$ cat config.mk
export PLATFORM = sky130hd
export DESIGN_NAME = mapper_056_top
export DESIGN_NICKNAME = d
export VERILOG_FILES = /design/src/hw/mapper_pkg.sv /design/src/hw/savestate_pkg.sv /design/src/hw/map_wr_if.sv /design/src/hw/map_reg_decode.sv /design/src/hw/bank_regs.sv /design/src/hw/irq_timer.sv /design/src/hw/savestate_readback.sv /design/src/hw/mapper_056_top.sv
export SDC_FILE = /design/constraint.sdc
export NUM_CORES = 1
export LEC_CHECK = 0
export ABC_AREA = 1
export BUFFER_PORTS_ARGS = -buffer_cell sky130_fd_sc_hd__buf_2
export CORE_AREA = 5 5 137 139
export DETAILED_ROUTE_END_ITERATION = 12
export DIE_AREA = 0 0 142 144
export PLACE_DENSITY = 0.76
export SYNTH_ARGS = -nofsm -noshare
export SYNTH_HDL_FRONTEND = slang
export SYNTH_HIERARCHICAL = 1
export SYNTH_SLANG_ARGS = --single-unit
$ cat constraint.sdc
create_clock -name m2 -period 2.25 [get_ports m2]
set_clock_uncertainty 0.15 [all_clocks]
set_input_delay 0.225 -clock m2 [delete_from_list [all_inputs] [get_ports m2]]
set_output_delay 0.225 -clock m2 [all_outputs]
set_load 0.01 [all_outputs]
$ cat src/hw/mapper_pkg.sv
`default_nettype none

package mapper_pkg;

	// Bank numbers as they sit in the mapper registers
	typedef logic [4:0] prg_bank_t;
	typedef logic [7:0] chr_bank_t;

	// Pointer written at $E000 that picks which PRG bank $F000 updates
	typedef logic [3:0] prg_sel_t;

	// IRQ counter and reload latch share one width
	typedef logic [15:0] irq_count_t;

	typedef logic [15:0] cpu_addr_t;
	typedef logic [13:0] ppu_addr_t;
	typedef logic [7:0] map_byte_t;

	// One decoded action per m2 cycle, produced by the register decoder
	typedef enum logic [2:0] {
		ACT_NONE,
		ACT_LATCH_NIB,
		ACT_IRQ_CTRL,
		ACT_IRQ_ACK,
		ACT_PRG_SEL,
		ACT_BANK_DATA,
		ACT_SS_WRITE
	} reg_action_t;

	// Side effect of a $F000 write, chosen by cpu_addr[11:10]
	localparam logic [1:0] SUB_PRG_HI = 2'b00;
	localparam logic [1:0] SUB_MIRROR = 2'b10;
	localparam logic [1:0] SUB_CHR = 2'b11;

	// The last 8 KB PRG window is hardwired to the top bank
	localparam prg_bank_t PRG_LAST_BANK = 5'h1F;

	// Counter value on which the timer fires and reloads
	localparam irq_count_t IRQ_LAST = 16'hFFFE;

endpackage

`default_nettype wire

$ cat src/hw/savestate_pkg.sv
`default_nettype none

package savestate_pkg;

	typedef logic [7:0] ss_addr_t;

	// Byte map of the mapper state as seen by the save-state controller
	localparam ss_addr_t SS_CHR_BASE = 8'd0;
	localparam ss_addr_t SS_PRG_BASE = 8'd8;
	localparam ss_addr_t SS_FLAGS = 8'd12;
	localparam ss_addr_t SS_CNT_LO = 8'd13;
	localparam ss_addr_t SS_CNT_HI = 8'd14;
	localparam ss_addr_t SS_LAT_LO = 8'd15;
	localparam ss_addr_t SS_LAT_HI = 8'd16;
	localparam ss_addr_t SS_ID = 8'd127;

	// Lets the controller confirm which mapper produced the state
	localparam logic [7:0] MAPPER_ID = 8'd4;

	// Returned for every address outside the map
	localparam logic [7:0] SS_UNUSED = 8'hFF;

endpackage

`default_nettype wire

$ cat src/hw/map_wr_if.sv
`timescale 1ns/1ps
`default_nettype none

// Decoded register write, valid for the single m2 cycle it is presented in
interface map_wr_if
	import mapper_pkg::*, savestate_pkg::*;
();

	reg_action_t action;
	// cpu_addr[11:10] of a $F000 write
	logic [1:0] sub;
	// Register index, or the latch nibble for ACT_LATCH_NIB
	logic [2:0] idx;
	ss_addr_t ss_addr;
	map_byte_t data;

	modport decoder (
		output action, sub, idx, ss_addr, data
	);

	modport target (
		input action, sub, idx, ss_addr, data
	);

endinterface

`default_nettype wire

$ cat src/hw/map_reg_decode.sv
`timescale 1ns/1ps
`default_nettype none

module map_reg_decode
	import mapper_pkg::*, savestate_pkg::*;
(
	input wire cpu_addr_t cpu_addr,
	input wire map_byte_t cpu_dat,
	input wire logic cpu_rw,
	input wire logic ss_act,
	input wire logic ss_we,
	input wire ss_addr_t ss_addr,
	map_wr_if.decoder wr
);

	always_comb begin
		wr.action = ACT_NONE;
		wr.sub = cpu_addr[11:10];
		wr.idx = cpu_addr[2:0];
		wr.ss_addr = ss_addr;
		// Save-state data also arrives on the CPU data bus
		wr.data = cpu_dat;

		if (ss_act) begin
			// The CPU is frozen while the controller owns the state
			wr.idx = ss_addr[2:0];
			if (ss_we) begin
				wr.action = ACT_SS_WRITE;
			end
		end else if (!cpu_rw) begin
			case (cpu_addr[15:12])
				4'h8, 4'h9, 4'hA, 4'hB: begin
					wr.action = ACT_LATCH_NIB;
					// $8000 holds the low nibble, $B000 the high one
					wr.idx = {1'b0, cpu_addr[13:12]};
				end
				4'hC: wr.action = ACT_IRQ_CTRL;
				4'hD: wr.action = ACT_IRQ_ACK;
				4'hE: wr.action = ACT_PRG_SEL;
				4'hF: wr.action = ACT_BANK_DATA;
				default: wr.action = ACT_NONE;
			endcase
		end
	end

endmodule

`default_nettype wire

$ cat src/hw/bank_regs.sv
`timescale 1ns/1ps
`default_nettype none

module bank_regs
	import mapper_pkg::*, savestate_pkg::*;
(
	input wire logic m2,
	input wire logic map_rst,
	map_wr_if.target wr,
	input wire cpu_addr_t cpu_addr,
	input wire logic cpu_ce,
	input wire logic cpu_rw,
	input wire ppu_addr_t ppu_addr,
	input wire logic ppu_oe,
	input wire logic ppu_we,
	input wire logic cfg_chr_ram,
	input wire ss_addr_t ss_addr,
	output logic [17:0] prg_addr,
	output logic [17:0] chr_addr,
	output logic ram_ce,
	output logic ram_we,
	output logic rom_ce,
	output logic prg_oe,
	output logic chr_ce,
	output logic chr_we,
	output logic chr_oe,
	output logic ciram_a10,
	output logic ciram_ce,
	output map_byte_t bank_rdat
);

	prg_bank_t prg_bank [4];
	chr_bank_t chr_bank [8];
	prg_sel_t prg_sel;
	logic mirror;
	prg_bank_t prg_hi;

	always_ff @(posedge m2) begin
		if (map_rst) begin
			for (int i = 0; i < 4; i++) begin
				prg_bank[i] <= '0;
			end
			for (int i = 0; i < 8; i++) begin
				chr_bank[i] <= '0;
			end
			prg_sel <= '0;
			mirror <= 1'b0;
		end else begin
			case (wr.action)
				// The game writes the bank number plus one
				ACT_PRG_SEL: prg_sel <= wr.data[3:0] - 4'd1;
				ACT_BANK_DATA: begin
					if (prg_sel < 4'd3) begin
						prg_bank[prg_sel[1:0]][3:0] <= wr.data[3:0];
					end else if (prg_sel == 4'd3) begin
						prg_bank[3] <= wr.data[4:0];
					end
					case (wr.sub)
						SUB_PRG_HI: begin
							// Bank 3 gets its top bit from the full write above
							if (wr.idx < 3'd3) begin
								prg_bank[wr.idx[1:0]][4] <= wr.data[4];
							end
						end
						SUB_MIRROR: mirror <= wr.data[0];
						SUB_CHR: chr_bank[wr.idx] <= wr.data;
						default: ;
					endcase
				end
				ACT_SS_WRITE: begin
					if (wr.ss_addr inside {[SS_CHR_BASE : SS_PRG_BASE - 8'd1]}) begin
						chr_bank[wr.idx] <= wr.data;
					end else if (wr.ss_addr inside {[SS_PRG_BASE : SS_FLAGS - 8'd1]}) begin
						prg_bank[wr.idx[1:0]] <= wr.data[4:0];
					end else if (wr.ss_addr == SS_FLAGS) begin
						{mirror, prg_sel} <= wr.data[4:0];
					end
				end
				default: ;
			endcase
		end
	end

	// With cpu_ce high the whole CPU range sees bank 3
	always_comb begin
		if (cpu_ce) begin
			prg_hi = prg_bank[3];
		end else if (cpu_addr[14:13] == 2'd3) begin
			prg_hi = PRG_LAST_BANK;
		end else begin
			prg_hi = prg_bank[cpu_addr[14:13]];
		end
	end

	assign prg_addr = {prg_hi, cpu_addr[12:0]};
	assign chr_addr = {chr_bank[ppu_addr[12:10]], ppu_addr[9:0]};

	// Mirror 0 is vertical and 1 is horizontal
	assign ciram_a10 = mirror ? ppu_addr[11] : ppu_addr[10];
	assign ciram_ce = !ppu_addr[13];

	assign ram_ce = (cpu_addr[14:13] == 2'b11) & cpu_ce & m2;
	assign ram_we = !cpu_rw;
	assign rom_ce = !cpu_ce;
	assign prg_oe = cpu_rw;
	assign chr_ce = ciram_ce;
	// Boards with CHR ROM never see a write strobe
	assign chr_we = cfg_chr_ram & !ppu_we & ciram_ce;
	assign chr_oe = !ppu_oe;

	always_comb begin
		if (ss_addr inside {[SS_CHR_BASE : SS_PRG_BASE - 8'd1]}) begin
			bank_rdat = chr_bank[ss_addr[2:0]];
		end else if (ss_addr inside {[SS_PRG_BASE : SS_FLAGS - 8'd1]}) begin
			bank_rdat = {3'b000, prg_bank[ss_addr[1:0]]};
		end else if (ss_addr == SS_FLAGS) begin
			bank_rdat = {3'b000, mirror, prg_sel};
		end else begin
			bank_rdat = '0;
		end
	end

endmodule

`default_nettype wire

$ cat src/hw/irq_timer.sv
`timescale 1ns/1ps
`default_nettype none

module irq_timer
	import mapper_pkg::*, savestate_pkg::*;
(
	input wire logic m2,
	input wire logic map_rst,
	map_wr_if.target wr,
	input wire logic ss_act,
	input wire ss_addr_t ss_addr,
	output logic irq,
	output map_byte_t irq_rdat
);

	irq_count_t irq_count;
	irq_count_t irq_latch;
	logic irq_enable;
	logic irq_flag;

	always_ff @(posedge m2) begin
		if (map_rst) begin
			irq_count <= '0;
			irq_latch <= '0;
			irq_enable <= 1'b0;
			irq_flag <= 1'b0;
		end else begin
			// One tick per CPU cycle, frozen during save-state access
			if (irq_enable && !ss_act) begin
				if (irq_count == IRQ_LAST) begin
					irq_count <= irq_latch;
					irq_enable <= 1'b0;
					irq_flag <= 1'b1;
				end else begin
					irq_count <= irq_count + 16'd1;
				end
			end
			// A register write in the same cycle overrides the tick
			case (wr.action)
				ACT_LATCH_NIB: begin
					irq_flag <= 1'b0;
					irq_latch[{wr.idx[1:0], 2'b00} +: 4] <= wr.data[3:0];
				end
				ACT_IRQ_CTRL: begin
					irq_flag <= 1'b0;
					irq_enable <= (wr.data != 8'd0);
					if (wr.data != 8'd0) begin
						irq_count <= irq_latch;
					end
				end
				ACT_IRQ_ACK: irq_flag <= 1'b0;
				ACT_SS_WRITE: begin
					case (wr.ss_addr)
						SS_FLAGS: {irq_enable, irq_flag} <= wr.data[6:5];
						SS_CNT_LO: irq_count[7:0] <= wr.data;
						SS_CNT_HI: irq_count[15:8] <= wr.data;
						SS_LAT_LO: irq_latch[7:0] <= wr.data;
						SS_LAT_HI: irq_latch[15:8] <= wr.data;
						default: ;
					endcase
				end
				default: ;
			endcase
		end
	end

	assign irq = irq_flag;

	always_comb begin
		case (ss_addr)
			SS_FLAGS: irq_rdat = {1'b0, irq_enable, irq_flag, 5'b00000};
			SS_CNT_LO: irq_rdat = irq_count[7:0];
			SS_CNT_HI: irq_rdat = irq_count[15:8];
			SS_LAT_LO: irq_rdat = irq_latch[7:0];
			SS_LAT_HI: irq_rdat = irq_latch[15:8];
			default: irq_rdat = '0;
		endcase
	end

	// The flag may only come from a timer wrap or from restored state
	a_irq_source: assert property (@(posedge m2) disable iff (map_rst)
		$rose(irq) |-> ($past(irq_count) == IRQ_LAST && $past(irq_enable) && !$past(ss_act))
			|| $past(wr.action) == ACT_SS_WRITE)
	else $error("irq rose without a counter wrap or save-state write");

endmodule

`default_nettype wire

$ cat src/hw/savestate_readback.sv
`timescale 1ns/1ps
`default_nettype none

module savestate_readback
	import mapper_pkg::*, savestate_pkg::*;
(
	input wire ss_addr_t ss_addr,
	input wire map_byte_t bank_rdat,
	input wire map_byte_t irq_rdat,
	output map_byte_t ss_rdat
);

	always_comb begin
		if (ss_addr inside {[SS_CHR_BASE : SS_FLAGS - 8'd1]}) begin
			ss_rdat = bank_rdat;
		end else if (ss_addr == SS_FLAGS) begin
			// Each block drives zeros in the flag bits it does not own
			ss_rdat = bank_rdat | irq_rdat;
		end else if (ss_addr inside {[SS_CNT_LO : SS_LAT_HI]}) begin
			ss_rdat = irq_rdat;
		end else if (ss_addr == SS_ID) begin
			ss_rdat = MAPPER_ID;
		end else begin
			ss_rdat = SS_UNUSED;
		end
	end

endmodule

`default_nettype wire

$ cat src/hw/mapper_056_top.sv
`timescale 1ns/1ps
`default_nettype none

module mapper_056_top
	import mapper_pkg::*, savestate_pkg::*;
(
	input wire logic m2,
	input wire logic map_rst,
	input wire cpu_addr_t cpu_addr,
	input wire map_byte_t cpu_dat,
	input wire logic cpu_rw,
	input wire logic cpu_ce,
	input wire ppu_addr_t ppu_addr,
	input wire logic ppu_oe,
	input wire logic ppu_we,
	input wire logic cfg_chr_ram,
	input wire logic ss_act,
	input wire logic ss_we,
	input wire ss_addr_t ss_addr,
	output logic [17:0] prg_addr,
	output logic [17:0] chr_addr,
	output logic ram_ce,
	output logic ram_we,
	output logic rom_ce,
	output logic prg_oe,
	output logic chr_ce,
	output logic chr_we,
	output logic chr_oe,
	output logic ciram_a10,
	output logic ciram_ce,
	output logic irq,
	output map_byte_t ss_rdat
);

	map_byte_t bank_rdat;
	map_byte_t irq_rdat;

	map_wr_if wr_bus ();

	map_reg_decode map_reg_decode_inst (
		.cpu_addr (cpu_addr),
		.cpu_dat (cpu_dat),
		.cpu_rw (cpu_rw),
		.ss_act (ss_act),
		.ss_we (ss_we),
		.ss_addr (ss_addr),
		.wr (wr_bus.decoder)
	);

	bank_regs bank_regs_inst (
		.m2 (m2),
		.map_rst (map_rst),
		.wr (wr_bus.target),
		.cpu_addr (cpu_addr),
		.cpu_ce (cpu_ce),
		.cpu_rw (cpu_rw),
		.ppu_addr (ppu_addr),
		.ppu_oe (ppu_oe),
		.ppu_we (ppu_we),
		.cfg_chr_ram (cfg_chr_ram),
		.ss_addr (ss_addr),
		.prg_addr (prg_addr),
		.chr_addr (chr_addr),
		.ram_ce (ram_ce),
		.ram_we (ram_we),
		.rom_ce (rom_ce),
		.prg_oe (prg_oe),
		.chr_ce (chr_ce),
		.chr_we (chr_we),
		.chr_oe (chr_oe),
		.ciram_a10 (ciram_a10),
		.ciram_ce (ciram_ce),
		.bank_rdat (bank_rdat)
	);

	irq_timer irq_timer_inst (
		.m2 (m2),
		.map_rst (map_rst),
		.wr (wr_bus.target),
		.ss_act (ss_act),
		.ss_addr (ss_addr),
		.irq (irq),
		.irq_rdat (irq_rdat)
	);

	savestate_readback savestate_readback_inst (
		.ss_addr (ss_addr),
		.bank_rdat (bank_rdat),
		.irq_rdat (irq_rdat),
		.ss_rdat (ss_rdat)
	);

endmodule

`default_nettype wire

==> results of run 1 <==
[cell usage in the layout (no fill, tap or decap), types with 5 or more instances in the layout]
cell	instances
inv_2	10
nor2_2	18
edfxtp_1	84
ha_1	7
a21oi_1	91
nand3_4	11
nand4_1	23
buf_12	8
a21oi_2	13
nand3_1	111
buf_2	73
clkbuf_16	20
nor2_1	175
dlygate4sd3_1	6
o21ai_1	6
or2_2	5
nand2_2	10
nor3_1	10
nand3_2	5
inv_1	162
o21ai_0	94
nor2_4	7
o22ai_1	19
buf_4	77
dfxtp_1	37
a41oi_1	5
nand2_1	303
[area by class of cell]
cell class,instances,area [µm²]
inverter,173,649
multi-input combinational,951,4800
fill,1595,6700
timing repair buffer,165,1180
sequential,123,3310
tap,229,287
clock inverter,13,103
clock buffer,23,513
[power by group through the flow]
| stage | Clock, µW | Sequential [µW] | Combinational (µW) |
|---|---|---|---|
| floorplan | 6.93 | 2580 | 636 |
| global placement | 9.07 | 2600 | 956 |
| detailed placement | 9.07 | 2600 | 968 |
| CTS | 2790 | 2560 | 985 |
| global route | 2910 | 2570 | 1110 |
| finish | 2770 | 2560 | 1010 |
[tightest hold or removal path, delay by kind of cell]
family / cells / cell delay (ps)
compound gates: 2 / 210
buf+inv: 1 / 150
simple gates: 1 / 80
[state kept, by name, summed over array words and instances (netlist names)]
register                   cells
bank_regs_inst/chr_bank       64
bank_regs_inst/prg_bank       20
irq_timer_inst/irq_count      16
irq_timer_inst/irq_latch      16
bank_regs_inst/prg_sel         4
bank_regs_inst/mirror          1
irq_timer_inst/irq             1
irq_timer_inst/irq_enable      1
[cells by family after synthesis]
kind of cell / synth area share [%]
compound gates: 14.9
xor+xnor: 0.383
fa+ha+maj: 0.957
buf+inv: 12.9
flops: 36.1
simple gates: 34.8
[worst max path at each step]
stage / startpoint / endpoint / slack [ps] / depth (start not counted)
3_3_place_gp: ss_addr[7] / ss_rdat[3] / -50 / 10
6_report: bank_regs_inst/chr_bank[1][4] / ss_rdat[4] / -6 / 9
3_5_place_dp: ss_addr[7] / ss_rdat[3] / -50 / 10
4_1_cts: bank_regs_inst/chr_bank[1][4] / ss_rdat[4] / -7 / 9
2_1_floorplan: ss_act / bank_regs_inst/chr_bank[2][0] / 0.5 / 9
5_1_grt: bank_regs_inst/chr_bank[1][3] / ss_rdat[3] / -70 / 9
[metal layers]
layer	share of wire (%)	wire, µm	vias up	track usage [%]
met5	0	0	-	0
met4	4.3	1270	0	14.4
met3	9.9	2890	94	6.15
met2	46	13600	547	45.0
met1	39	11500	4370	36.8
li1	-	-	4564	-
[timing repair]
item	CTS	global route
pin swaps	4	16
endpoints found under the hold margin	8	0
hold buffers	6	0
endpoints found under the setup margin	7	8
buffers inserted	0	1
gates resized for setup	6	33
[per-stage QoR]
stage / worst slack [ps] / cells / cell area, µm² / total power [µW]
after floorplan: 0.470 / 1334 / 9160 / 3230
after global placement: -52.7 / 1635 / 10000 / 3570
after detailed placement: -51.7 / 1635 / 10000 / 3580
after CTS: -6.64 / 1676 / 10700 / 6330
after global routing: -70.7 / 1677 / 10800 / 6580
final: -5.85 / 1677 / 10800 / 6350
==> results_dict.tcl, run 1 <==
set metrics [dict create \
    status "complete, but fails checks" \
    failed_checks "setup timing" \
    insertion_delay_ps 530 \
    crit_chain "a21oi_1 -> o21ai_1 -> nand3_2 -> nand2_1 -> nand2_1 -> nand2_2 -> a21oi_2 -> a21oi_1 -> buf_2" \
    cp_max_fo 2 \
    fmax_ghz 0.443 \
    synth.most_common_cell "nand2_1" \
    num_antenna_cells 0 \
    io_buffers 74 \
    power.switching_uw 1770 \
    required_ps 1880 \
    wl_per_cell_um 17.4 \
    cp-end-kind "output pin" \
    finalNetCount 1497 \
    fin_crit_sh_pct 100 \
    timing.rr.start "irq_timer_inst/irq_count[0]" \
    drv_slew 0 \
    slowest_stage "edfxtp_1" \
    worst_slack_ps -5.85 \
    p_clk_share_pct 43.7 \
    cts_tree "done" \
    rows 49 \
    r2r-end "irq_timer_inst/irq_count[12]" \
    post-dp-hpwl_um 21500 \
    critPathKind "flop to output pin" \
    pwr-share-seq_pct 40.4 \
    yosysSeqAreaShare_pct 36.1 \
    grt_pass1_wl_um 45000 \
    rsz0062_at_grt "yes" \
    p_leak_uw 0.00464 \
    worstHoldPathType "primary input to flop" \
    die_y_um 144 \
    startpoint_type "flop" \
    grt_usage_pct 28.4 \
    comb_power_share_pct 16.0 \
    yosysWarningCount 6 \
    rr_worst_depth 13 \
    grt_max_degree 51 \
    num_vias 9575 \
    die_area_um2 20400 \
    drtIter0Drc 1327 \
    maxCapViolations 0 \
    drc 0 \
    gp_congestion 1.01 \
    final_layout_size_suffix_gt1_share_pct 19.9 \
    switching_share_pct 27.8 \
    synth_top_area_share_pct 27.6 \
    synth.top_cells.by_count "nand2_1, nor2_1, inv_1" \
    tightest_slew_ps 722 \
    drt_wl_total_um 29300 \
    path_delay_family "flip-flops" \
    power.internal_uw 4580 \
    core-area_um2 17500 \
    grt_pass1_vias 8806 \
    clk_pin_slew_ps 50 \
    dr.pass1.iters 6 \
    synth_nets 1396 \
    ant_nets 0 \
    min-delay-start "cpu_dat[4]" \
    tns_ps -5.85 \
    grt_antenna_before_repair 0 \
    arrival_ps 1880 \
    synth-edff-count 84 \
    ff2ff_setup_slack_ps 200 \
    hold_path_depth 4 \
    synthArstFlopShare_pct 0 \
    grt_overflow 0 \
    post-route-util_pct 61.8 \
    hold_end "bank_regs_inst/mirror" \
    setup_viol 1 \
    avgViaCountPerCell 5.71 \
    synth_area_um2 9150 \
    crit_path_max_incr_delay_ps 430 \
    finalHoldViolCount 0 \
    start_util_pct 52.2 \
    syn_area_per_cell_um2 6.86 \
    die_w_um 142 \
    slew_headroom_pct 51.8 \
    synth_largest_area_cell "edfxtp_1" \
    yosysUniqueCellTypes 47 \
    synthTopCellsByArea "edfxtp_1, nand2_1, dfxtp_1" \
    synth_flop_cell "edfxtp_1" \
    ys_ff_latch 123 \
    period_needed_ps 2260 \
    io_pins 109 \
    postSynthCellCount 1334 \
    ir_worst_vdd_mv 0.721 \
    path_buf_inv 1 \
    power_density_nw_per_um2 586 \
    worst_hold_slack_ps 23.5 \
    area_delta_synth_final_pct 18.4 \
]
(Power assumes the default switching activity.)
==> run 2, diff against run 1 <==
--- a/config.mk
+++ b/config.mk
@@ -7,11 +7,10 @@
 export LEC_CHECK = 0
 export ABC_AREA = 1
 export BUFFER_PORTS_ARGS = -buffer_cell sky130_fd_sc_hd__buf_2
-export CORE_AREA = 5 5 137 139
+export CORE_AREA = 3 3 130 132
 export DETAILED_ROUTE_END_ITERATION = 12
-export DIE_AREA = 0 0 142 144
+export DIE_AREA = 0 0 133 135
 export PLACE_DENSITY = 0.76
 export SYNTH_ARGS = -nofsm -noshare
 export SYNTH_HDL_FRONTEND = slang
-export SYNTH_HIERARCHICAL = 1
 export SYNTH_SLANG_ARGS = --single-unit
==> run 2 against run 1 <==
Net effect: the run still ends with setup timing left; final cell count fell by 8.0%; first-iteration DRC count rose by 7.3%; sequential power barely moved; clock power rose by 13%; critical path type unchanged; power rose by 6.2%; final area fell by 4.5%.
==> results_dict.tcl, run 2 <==
set metrics [dict create \
    finalHoldViolCount 0 \
    yosys.area_share.simple_pct 32.8 \
    worst_slack_ps -26.1 \
    min-delay-start "cpu_addr[10]" \
    cp-end-kind "output pin" \
    grt_usage_pct 31.6 \
    finalNetCount 1377 \
    synth_mux_area_share_pct 0 \
    wl_met3_um 3710 \
    synth_top_area_share_pct 30.4 \
    drv_slew 0 \
    cts_tree "done" \
    syn_area_per_cell_um2 7.06 \
    status "complete, but fails checks" \
    synthTopCellsByArea "edfxtp_1, nand2_1, nor2_1" \
    ir_worst_vdd_mv 0.563 \
    power.internal_uw 4860 \
    wl_per_cell_um 18.4 \
    period_needed_ps 2280 \
    critPathKind "flop to output pin" \
    die_w_um 133 \
    pwr-share-seq_pct 38.2 \
    final_cell_mix "nand2_1, nor2_1, inv_1" \
    p_leak_uw 0.00450 \
    synthAdderAreaFrac_pct 1.20 \
    wl_met1_um 10800 \
    num_antenna_cells 0 \
    num_vias 8958 \
    grt_pass1_vias 8169 \
    maxCapViolations 0 \
    ff2ff_setup_slack_ps 170 \
    yosysSeqAreaShare_pct 39.8 \
    ys_ff_latch 123 \
    switching_share_pct 28.0 \
    synth-edff-count 84 \
    crit_chain "nand2_1 -> o21ai_1 -> a21oi_1 -> a21oi_1 -> nor3_2 -> nand2_1 -> buf_2" \
    grt_pass1_wl_um 43600 \
    r2r-end "irq_timer_inst.irq_count[4]" \
    slew_headroom_pct 71.2 \
    place_ws_ps -105 \
    avgViaCountPerCell 5.81 \
    insertion_delay_ps 530 \
    hold_end "bank_regs_inst.mirror" \
    drt_wl_total_um 28400 \
    post-dp-hpwl_um 20400 \
    fin_crit_sh_pct 101 \
    crit_path_max_incr_delay_ps 420 \
    die_area_um2 18000 \
    die_y_um 135 \
    rows 46 \
    slowest_stage "edfxtp_1" \
    tightest_slew_ps 431 \
    synth.top_cells.by_count "nand2_1, nor2_1, inv_1" \
    final_layout_size_suffix_gt1_share_pct 21.5 \
    fmax_ghz 0.439 \
    area_delta_synth_final_pct 24.5 \
    yosysUniqueCellTypes 46 \
    hold_path_depth 5 \
    reg.largest.list "bank_regs_inst.chr_bank (64), bank_regs_inst.prg_bank (20)" \
    synth_compound_area_share_pct 15.4 \
    rr_worst_depth 12 \
    rsz0062_at_grt "yes" \
    largest_reg_flops 64 \
    grt_max_degree 28 \
    synth_top_family_by_area "simple AND/OR/NAND/NOR gates" \
    io_pins 109 \
    clk_pin_slew_ps 60 \
    synth_flop_cell "edfxtp_1" \
    synthArstFlopShare_pct 0 \
    ant_nets 0 \
    core-area_um2 15800 \
    power.switching_uw 1890 \
    start_util_pct 52.5 \
    drc 0 \
    grt_overflow 0 \
    synth.most_common_cell "nand2_1" \
    synth_area_um2 8310 \
    grt_antenna_before_repair 0 \
    arrival_ps 1900 \
    io_buffers 74 \
    power_density_nw_per_um2 652 \
    drtIter0Drc 1424 \
    largest-register "bank_regs_inst.chr_bank" \
    synth_nets 1240 \
    dr.pass1.iters 8 \
    synth_xor_area_share_pct 0.632 \
    synth_largest_area_cell "edfxtp_1" \
    met2_length_um 12900 \
    comb_power_share_pct 15.2 \
    setup_viol 1 \
    failed_checks "setup timing" \
    cp_max_fo 2 \
    startpoint_type "flop" \
    postSynthCellCount 1177 \
    p_clk_share_pct 46.6 \
    timing.rr.start "irq_timer_inst.irq_count[0]" \
    top_layer_used "met4" \
    required_ps 1880 \
    final_common_cell "nand2_1" \
    yosysWarningCount 0 \
    gp_congestion 0.990 \
    tns_ps -26.1 \
    worstHoldPathType "primary input to flop" \
]
## run 2: changes by cell type after synthesis, moves of 8 or more
cell and delta:
nor2_1 +40, nand2_1 -36, a22oi_1 +14, buf_4 -16, buf_2 -8, a21oi_1 -56
inv_1 -50, nand3_1 -45, o22ai_1 +9, nand4_4 +8, nand3_4 -10, nand4_1 -10
a31oi_1 +14
## run 2: repair_timing
action,4_1_cts,5_1_grt
buffers inserted,0,4
gates resized for setup,5,41
hold buffers,7,0
pin swaps,0,17
hold endpoints to repair,16,0
setup endpoints to repair,5,23
## run 2: how the worst max path moves through the flow
stage | from | endpoint | depth (start not counted)
2_1_floorplan | cpu_addr[14] | bank_regs_inst.chr_bank[7][0] | 11
3_3_place_gp | ss_addr[3] | ss_rdat[0] | 13
3_5_place_dp | ss_addr[1] | ss_rdat[1] | 12
4_1_cts | bank_regs_inst.prg_bank[1][4] | ss_rdat[4] | 7
5_1_grt | bank_regs_inst.prg_bank[0][3] | ss_rdat[3] | 7
6_report | bank_regs_inst.prg_bank[0][3] | ss_rdat[3] | 7
## run 2: worst max-delay path: cells and delay by family, from the launching register on
family / cells / cell delay [ps]
AO/OA/AOI/OAI: 3 / 350
flip-flops: 1 / 420
AND/OR/NAND/NOR: 3 / 450
buffers and inverters: 1 / 160
## run 2: kinds of logic after synthesis
| group | after synthesis |
|---|---|
| adders and majority gates | 8 |
| buffers and inverters | 197 |
| xor gates and xnor gates | 6 |
| AOI/OAI and AO/OA | 220 |
| DFF | 123 |
| and+or+nand+nor | 623 |
## run 2: metrics by stage
step	total power, µW	hold slack [ps]	cell area [µm²]	utilization [%]	cells
2_1_floorplan	3200	270	8310	-	1177
5_1_grt	6950	72.6	10300	65.4	1543
6_report	6740	54.7	10300	65.4	1543
3_5_place_dp	3580	291	9390	59.3	1497
4_1_cts	6690	19.7	10200	64.3	1539
3_3_place_gp	3560	291	9390	59.3	1497
## run 2: metal layers
| layer | vias up | track usage (%) |
|---|---|---|
| li1 | 4181 | - |
| met1 | 4071 | 41.9 |
| met2 | 624 | 49.5 |
| met3 | 82 | 8.31 |
| met4 | 0 | 12.5 |
| met5 | - | 0 |
## run 2: power by group through the flow
stage,combinational [µW],clock [µW],sequential (µW)
detailed placement,952,9.07,2620
finish,1030,3140,2570
global route,1110,3260,2580
floorplan,593,6.93,2600
global placement,937,9.07,2610
CTS,968,3150,2570
## run 2: area by class of cell
type	count	area, µm²
Sequential cell	123	3300
Multi-Input combinational cell	857	4320
Tap cell	216	270
Inverter	132	498
Timing Repair Buffer	179	1260
Clock buffer	21	505
Clock inverter	15	188
Fill cell	1366	5480
